### src/conv_geom_pkg.sv
package conv_geom_pkg;

    // element and memory word sizes
    localparam int BYTE_W     = 8;
    localparam int READ_BYTES = 8;
    localparam int READ_W     = READ_BYTES * BYTE_W;

    // MAC array capacity per beat
    localparam int MAX_MACS   = 64;
    localparam int MAX_GROUPS = 8;

    // weight buffer holds the whole kernel set
    localparam int WBUF_BYTES = 512;

    // configuration and address field widths
    localparam int DIM_W       = 8;
    localparam int ADDR_W      = 16;
    localparam int MAC_CNT_W   = $clog2(MAX_MACS + 1);
    localparam int GROUP_CNT_W = $clog2(MAX_GROUPS + 1);

    typedef logic [DIM_W-1:0]       dim_t;
    typedef logic [ADDR_W-1:0]      addr_t;
    typedef logic [MAC_CNT_W-1:0]   mac_cnt_t;
    typedef logic [GROUP_CNT_W-1:0] group_cnt_t;

    // operand bus, byte b sits at bits [b*BYTE_W +: BYTE_W]
    typedef logic [MAX_MACS*BYTE_W-1:0] mac_bus_t;

    // group g uses field g
    typedef logic [MAX_GROUPS*MAC_CNT_W-1:0] group_macs_t;

    // byte j of a read is the byte at addr+j
    typedef logic [READ_W-1:0] read_word_t;

endpackage

### src/conv_ctrl_pkg.sv
package conv_ctrl_pkg;

    // scheduler FSM
    typedef enum logic [2:0] {
        ST_IDLE         = 3'd0,
        ST_LOAD_WEIGHTS = 3'd1,
        ST_FETCH_PATCH  = 3'd2,
        ST_EMIT         = 3'd3,
        ST_ADVANCE      = 3'd4
    } conv_state_t;

    // upper bound on the group search loop, one pass per possible group
    localparam int GROUP_SEARCH_ITERS = 8;

endpackage

### src/conv_scheduler.sv
`timescale 1ns/1ps

module conv_scheduler import conv_geom_pkg::*, conv_ctrl_pkg::*; (
    input  logic       clk,
    input  logic       rst,
    input  logic       start_i,
    input  dim_t       img_row_i,
    input  dim_t       img_col_i,
    input  dim_t       ker_row_i,
    input  dim_t       ker_col_i,
    input  dim_t       in_channel_i,
    input  dim_t       output_channel_i,
    input  dim_t       stride_row_i,
    input  dim_t       stride_col_i,
    input  logic       load_done_i,
    input  logic       fetch_done_i,
    output logic       load_start_o,
    output logic       fetch_start_o,
    output dim_t       conv_row_o,
    output dim_t       conv_col_o,
    output logic       emit_o,
    output dim_t       oc_base_o,
    output group_cnt_t beat_groups_o,
    output logic       busy_o,
    output logic       done_o
);

    conv_state_t      state;
    conv_state_t      state_nxt;
    addr_t            total_macs;
    group_cnt_t       num_groups;
    dim_t             oc_left;
    logic             start_ok;
    logic             row_adv;
    logic             col_adv;
    logic             last_pos;
    logic             last_beat;

    assign total_macs = addr_t'(ker_row_i) * addr_t'(ker_col_i) * addr_t'(in_channel_i);

    // groups that fit in the MAC array, by repeated subtraction
    always_comb begin
        addr_t remaining;
        remaining  = addr_t'(MAX_MACS);
        num_groups = '0;
        for (int i = 0; i < GROUP_SEARCH_ITERS; i++) begin
            if (remaining >= total_macs && total_macs != '0) begin
                num_groups = num_groups + group_cnt_t'(1);
                remaining  = remaining - total_macs;
            end
        end
    end

    // final beat of a position may carry fewer groups
    assign oc_left       = output_channel_i - oc_base_o;
    assign beat_groups_o = (oc_left < dim_t'(num_groups)) ? group_cnt_t'(oc_left) : num_groups;
    assign last_beat     = (oc_base_o + dim_t'(beat_groups_o)) >= output_channel_i;

    // VALID padding, row steps inside the column
    assign row_adv  = ({2'b00, conv_row_o} + {2'b00, stride_row_i} + {2'b00, ker_row_i})
                      <= {2'b00, img_row_i};
    assign col_adv  = ({2'b00, conv_col_o} + {2'b00, stride_col_i} + {2'b00, ker_col_i})
                      <= {2'b00, img_col_i};
    assign last_pos = !row_adv && !col_adv;

    assign start_ok      = state == ST_IDLE && start_i && !busy_o;
    assign load_start_o  = start_ok;
    assign fetch_start_o = (state == ST_LOAD_WEIGHTS && load_done_i) || state == ST_ADVANCE;
    assign emit_o        = state == ST_EMIT;

    always_comb begin
        state_nxt = state;
        case (state)
            ST_IDLE:         if (start_ok) state_nxt = ST_LOAD_WEIGHTS;
            ST_LOAD_WEIGHTS: if (load_done_i) state_nxt = ST_FETCH_PATCH;
            ST_FETCH_PATCH:  if (fetch_done_i) state_nxt = ST_EMIT;
            ST_EMIT: begin
                if (last_beat) begin
                    state_nxt = last_pos ? ST_IDLE : ST_ADVANCE;
                end
            end
            ST_ADVANCE:      state_nxt = ST_FETCH_PATCH;
            default:         state_nxt = ST_IDLE;
        endcase
    end

    always_ff @(posedge clk) begin
        if (!rst) begin
            state      <= ST_IDLE;
            conv_row_o <= '0;
            conv_col_o <= '0;
            oc_base_o  <= '0;
            busy_o     <= 1'b0;
            done_o     <= 1'b0;
        end else begin
            state  <= state_nxt;
            done_o <= state == ST_EMIT && last_beat && last_pos;
            // busy covers the last ready beat, drops after done
            if (start_ok) begin
                busy_o     <= 1'b1;
                conv_row_o <= '0;
                conv_col_o <= '0;
            end else if (done_o) begin
                busy_o <= 1'b0;
            end
            if (state == ST_FETCH_PATCH && fetch_done_i) begin
                oc_base_o <= '0;
            end else if (state == ST_EMIT) begin
                oc_base_o <= oc_base_o + dim_t'(num_groups);
            end
            if (state == ST_ADVANCE) begin
                if (row_adv) begin
                    conv_row_o <= conv_row_o + stride_row_i;
                end else begin
                    conv_row_o <= '0;
                    conv_col_o <= conv_col_o + stride_col_i;
                end
            end
        end
    end

endmodule

### config.mk
export PLATFORM = sky130hd
export DESIGN_NAME = conv_scheduler
export DESIGN_NICKNAME = d
export VERILOG_FILES = /design/src/conv_geom_pkg.sv /design/src/conv_ctrl_pkg.sv /design/src/conv_scheduler.sv
export SDC_FILE = /design/constraint.sdc
export NUM_CORES = 1
export LEC_CHECK = 0
export BUFFER_PORTS_ARGS = -buffer_cell sky130_fd_sc_hd__buf_2
export CORE_MARGIN = 4
export CORE_UTILIZATION = 51
export CTS_CLUSTER_DIAMETER = 50
export CTS_CLUSTER_SIZE = 40
export DETAILED_ROUTE_END_ITERATION = 10
export HOLD_SLACK_MARGIN = 0.06
export PLACE_DENSITY = 0.76
export SETUP_SLACK_MARGIN = 0.5
export SLEW_MARGIN = 25
export SYNTH_ARGS = -nofsm -noshare
export SYNTH_HDL_FRONTEND = slang
export SYNTH_SLANG_ARGS = --single-unit
### constraint.sdc
create_clock -name clk -period 84.3 [get_ports clk]
set_input_delay 8.43 -clock clk [delete_from_list [all_inputs] [get_ports clk]]
set_output_delay 8.43 -clock clk [all_outputs]
set_load 0.01 [all_outputs]
# Word-level counts from Yosys, hierarchy flattened
# Index checks and enable logic that the tools add are counted.
word_totals:
  output_inout_bits: 33
  in_bits: 69
  wordCells: 107
  register_bits: 29
op_classes:
  n_lt_le_gt_ge: 12
  mux: 30
  reduce_logical: 25
  bitwise: 1
  n_eq_ne: 8
  multipliers: 2
  n_addsub: 23
op_table:
  columns: ["op", "n"]
  rows:
  - ["greater-or-equal comparator 16 bit", 7]
  - ["two-way mux 16 bit", 7]
  - ["subtractor 16 bit", 6]
  - ["two-way mux 8 bit", 6]
  - ["two-way mux 4 bit", 8]
  - ["adder 4 x 1 -> 4 bit (second input constant)", 7]
  - ["adder 9 x 8 -> 10 bit", 2]
  - ["<= comparator 10 x 8 -> 1 bit", 2]
  - ["adder 8 x 8 -> 9 bit", 2]
  - ["adder 8 x 4 -> 8 bit", 2]
  - ["adder 8 bit", 2]
  - ["greater-or-equal comparator 7 x 16 -> 1 bit (first input constant)", 1]
  - ["multiplier 16 x 8 -> 16 bit", 1]
  - ["multiplier 8 x 8 -> 16 bit", 1]
  - ["nonzero test 16 bit", 1]
  - ["subtractor 7 x 16 -> 16 bit (first input constant)", 1]
  - ["logical AND 1 bit", 15]
  - ["two-way mux 3 bit", 5]
  - ["one-hot mux 3 bit (5 select lines)", 1]
  - ["greater-or-equal comparator 8 bit", 1]
  - ["< comparator 8 x 4 -> 1 bit", 1]
  - ["subtractor 8 bit", 1]
  - ["== test 3 x 2 -> 1 bit (second input constant)", 2]
  - ["inequality test 2 bit (second input constant)", 3]
  - ["11 further kinds", 16]

# Depth between registers and ports, before layout
logic_depth:
  ltp_word: 32
  depth_mapped: 169
  ltp_nobuf: 160

# Worst setup path after synthesis
# Ideal clock, no wire load.
synth_timing:
  path_type: "input to output"
  startpoint: "in ker_row_i[5]"
  endpoint: "out beat_groups_o[2]"
  setup_slack_ps: 39327
  n_path_buf: 7
  required_ps: 75870
  arrival_ps: 36543
  path_stages: 145
  path_cell_list: "and2_1 fa_1 inv_1 fa_1 inv_1 fa_1 inv_1 fa_1 inv_1 ha_1 and2_1 a221oi_2 nand2_1 xor2_1 nand2_1 fa_1 fa_1 inv_1 (+109 left out) a21o_1 a21oi_1 nor2b_1 o21ai_0 a211oi_1 o31a_1 o21ai_1 nor2_1 xnor2_1 xnor2_1 inv_1 ha_1 a21oi_1 o22ai_1 a2111oi_0 o2111ai_1 a41o_1 mux2_2"
synth_between:
  elab_chain_cells: 28
  elab_cells_between_ends: 50
  classes_between: "add/sub: 14; mul: 2; order compare: 9; mux: 16; reduce/logical: 9"
synth_rtl:
  columns: ["item", "line", "text"]
  rows:
  - ["from (decl)", "conv_scheduler.sv:9", "input dim_t ker_row_i,"]
  - ["multiplier 8 x 8 -> 16 bit (*)", "conv_scheduler.sv:39", "assign total_macs = addr_t'(ker_row_i) * addr_t'(ker_col_i) * addr_t'(in_channel_i);"]
  - ["multiplier 16 x 8 -> 16 bit (*)", "conv_scheduler.sv:39", null]
  - ["greater-or-equal comparator 7 x 16 -> 1 bit / nonzero test 16 bit (equally long branches)", "conv_scheduler.sv:47", "if (remaining >= total_macs && total_macs != '0) begin"]
  - ["logical AND 1 bit", "conv_scheduler.sv:47", null]
  - ["two-way mux 16 bit", "conv_scheduler.sv:47", null]
  - ["greater-or-equal comparator 16 bit", "conv_scheduler.sv:47", null]
  - ["logical AND 1 bit", "conv_scheduler.sv:47", null]
  - ["two-way mux 16 bit", "conv_scheduler.sv:47", null]
  - ["(+12 left out)", null, null]
  - ["greater-or-equal comparator 16 bit", "conv_scheduler.sv:47", null]
  - ["logical AND 1 bit", "conv_scheduler.sv:47", null]
  - ["two-way mux 16 bit", "conv_scheduler.sv:47", null]
  - ["greater-or-equal comparator 16 bit", "conv_scheduler.sv:47", null]
  - ["logical AND 1 bit", "conv_scheduler.sv:47", null]
  - ["two-way mux 4 bit (*)", "conv_scheduler.sv:47", null]
  - ["< comparator 8 x 4 -> 1 bit", "conv_scheduler.sv:56", "assign beat_groups_o = (oc_left < dim_t'(num_groups)) ? group_cnt_t'(oc_left) : num_groups;"]
  - ["two-way mux 4 bit (*)", "conv_scheduler.sv:56", null]
  - ["to (decl)", "conv_scheduler.sv:23", "output group_cnt_t beat_groups_o,"]
# Mark *: on every way between the ends. The rest lies on a longest branch, timed or not.

# Worst setup path after layout
# Same ends and word-level chain as after synthesis.

==> metrics.txt <==
Yosys warning total 0; share of the synthesized area in the top cell type 0.196; count of fill cells added during filler insertion 2,735; cell count of the worst reg-to-reg path 27; number of instances in the synthesized netlist 1,974; skew final 0.00511 ns; CTS max path bufs 2; PostCTS Resize Cnt 0; end point of the most critical hold path busy_o$_SDFFE_PN0P_; ratio of final minimum period to clock period 0.592; core area 29,100 sq um; synthesized net count 2,406; Yosys top cell by area sky130_fd_sc_hd__ha_1; Relative slew margins 0.362; synthesized area 15,200 sq um; Slowest cell on crit path sky130_fd_sc_hd__o21ai_2; RD Place Congestion 0.997; antenna-violating nets left 0; final worst path period need 49.88 ns; post-synthesis sequential area ratio 0.0381; number of primary I/O pins 102; clock-pin slew reported for the worst setup and hold paths after clock tree synthesis 0.04 ns; top post-synthesis cells by count sky130_fd_sc_hd__inv_1 (250), sky130_fd_sc_hd__ha_1 (239), sky130_fd_sc_hd__nand2_1 (184), sky130_fd_sc_hd__nor2_1 (136), sky130_fd_sc_hd__fa_1 (124); share of final-layout standard cells stronger than drive strength 1 0.0855; number of global-route vias before repair 14,186; dominant cells by area after synthesis sky130_fd_sc_hd__ha_1 (20%), sky130_fd_sc_hd__fa_1 (16%), sky130_fd_sc_hd__inv_1 (6.2%), sky130_fd_sc_hd__xnor2_1 (5.2%), sky130_fd_sc_hd__nand2_1 (4.5%); GR Overflow Total 0; Die ar. 32,700 sq um; top_reg_cell synth sky130_fd_sc_hd__dfxtp_1; final number of hold-violating endpoints 0; first drt pass iteration count 7; library cell with the highest instance count after synthesis sky130_fd_sc_hd__inv_1; average routed wire per standard cell 18.0 microns; initial antenna violation count 3; Max Fclk 20.0 MHz; worst-path maximum fanout 28; signed area change from the synthesized netlist to the final layout 6.63%; path type of the worst setup path input pin to output port; async set or reset register ratio after synthesis 0; wire length of the first global-routing pass 71.9 mm; final non-filler cell area 16,200 sq um; slowest cell delay on critical path 0.75 ns; number of buffers created by CTS 5; final core utilization 0.558; data required time at the worst endpoint 75.87 ns; Clock Root Buffer sky130_fd_sc_hd__clkbuf_16; die width 181 microns; Critical Path Sink Type output port; DP Wirelength 36.3 mm; number of vias per cell 5.93; placement row count 62; max-slew violations 0; maxcap violations 0; unrepaired setup endpoints after global routing no; number of enable flip-flop cells after synthesis 0; number of failing setup endpoints in the final timing report 0; number of flip-flops and latches in the synthesized netlist 29; hold depth 2; final wirelength 43.8 mm; initial standard-cell utilization of the core 0.523; endpoint arrival time on the critical path 41.45 ns; least setup slack across all paths after layout 34.42 ns; worst slack at placement 34.95 ns; Hold-fix buffers, CTS 0; Mapped Avg Cell Area 7.71 sq um; H-Tree Depth 2; measured slew at the worst slew-check pin 0.957 ns; Iter 0 DRT Violations 1,244; Die Y 181 microns; cell area after placement 16,100 sq um; number of distinct library cell variants in the gate-level netlist after synthesis 98; total inserted antenna cells 0; number of nets in the finished design 2,478; critical path's most frequent cell sky130_fd_sc_hd__a21oi_1; outcome finished clean; post-CTS repair timing setup buffer count 0; worst min-delay path category flop to flop; Reg2Reg Capture Point state[2]$_SDFFE_PN0P_; Buffers on Ports 101; flop2flop setup slack 78.53 ns; largest net degree at the start of global routing 29; TritonCTS clock tree yes; kind of start point of the critical path input pin; Min-Delay Startpoint busy_o$_SDFFE_PN0P_; number of vias after detailed routing 14,410; # DRC 0; number of sinks handled by clock tree synthesis 29; global-route usage over all layers 0.261; Worst-Skew Late Latency 0.27 ns; final-layout setup total negative slack 0 ns; beginning of the worst register-to-register path oc_base_o[1]$_SDFFE_PP0P_
==> cell usage in the layout, fill, tap and decap left out, types with 25 or more instances in the layout <==
cell                      Yosys  final
sky130_fd_sc_hd__and2_1     102    102
sky130_fd_sc_hd__nand3_1     39     39
sky130_fd_sc_hd__fa_1       124    124
sky130_fd_sc_hd__ha_1       239    239
sky130_fd_sc_hd__nand2_1    184    184
sky130_fd_sc_hd__buf_2        6    101
sky130_fd_sc_hd__inv_1      250    250
sky130_fd_sc_hd__o21ai_0     85     85
sky130_fd_sc_hd__xnor2_1     90     90
sky130_fd_sc_hd__nor2_1     136    136
sky130_fd_sc_hd__a21o_1      55     55
sky130_fd_sc_hd__dfxtp_1     29     29
sky130_fd_sc_hd__and3_1      25     25
sky130_fd_sc_hd__xor2_1      48     47
sky130_fd_sc_hd__nor2b_1     38     38
sky130_fd_sc_hd__nor3_1      27     27
sky130_fd_sc_hd__a21oi_1    123    123
==> per-layer routing <==
layer / up-vias / routed length [microns] / GRT usage
li1: 6939 / - / -
met1: 6738 / 18600 / 0.349
met2: 609 / 20300 / 0.441
met3: 118 / 2970 / 0.0288
met4: 6 / 1880 / 0.0865
met5: - / 22 / 0
==> layout make-up <==
class,count,area [sq um],share of cell area
Sequential cell,29,581,0.0358
Clock buffer,7,143,0.00879
Tap cell,384,480,0.0296
Inverter,255,960,0.0591
Multi-Input combinational cell,1648,13500,0.833
Timing Repair Buffer,107,551,0.0339
==> logic make-up after synthesis <==
logic type,Yosys count,synth area share
simple gates,635,0.208
compound gates,476,0.210
fa+ha+maj,363,0.360
buf+inv,297,0.0744
xor+xnor,144,0.0886
mux,29,0.0209
flops,29,0.0381
other cells,1,0.000246
==> critical path, delay by kind of cell <==
| kind | cells | cell delay [ns] |
|---|---|---|
| compound gates | 67 | 14.79 |
| xor+xnor | 4 | 1.39 |
| fa+ha+maj | 21 | 8.09 |
| mux | 2 | 0.77 |
| simple gates | 28 | 6.13 |
| buf+inv | 17 | 1.80 |
==> stage by stage <==
step,instances,hold slack (ns)
6_report,2430,0.497
5_1_grt,2430,0.528
4_1_cts,2430,0.500
3_5_place_dp,2423,0.492
3_3_place_gp,2423,0.483
2_1_floorplan,1974,0.512
==> registers in the layout (all words and copies together) (netlist names) <==
name	flops
conv_col_o	8
conv_row_o	8
oc_base_o	8
state	3
busy_o	1
done_o	1
==> worst max path at each step <==
| stage | startpoint | endpoint | slack [ns] | cells past startpoint |
|---|---|---|---|---|
| global route | ker_row_i[5] | beat_groups_o[0] | 32.14 | 139 |
| detailed placement | ker_row_i[5] | beat_groups_o[2] | 34.95 | 137 |
| CTS | ker_row_i[5] | beat_groups_o[2] | 34.83 | 137 |
| floorplan | ker_row_i[5] | beat_groups_o[2] | 39.33 | 145 |
| global placement | ker_row_i[5] | beat_groups_o[2] | 35.97 | 137 |
| finish | ker_row_i[5] | beat_groups_o[2] | 34.42 | 139 |
Power is not shown: default switching activity piles up to over one toggle a cycle in this logic, so the estimate is an artifact.
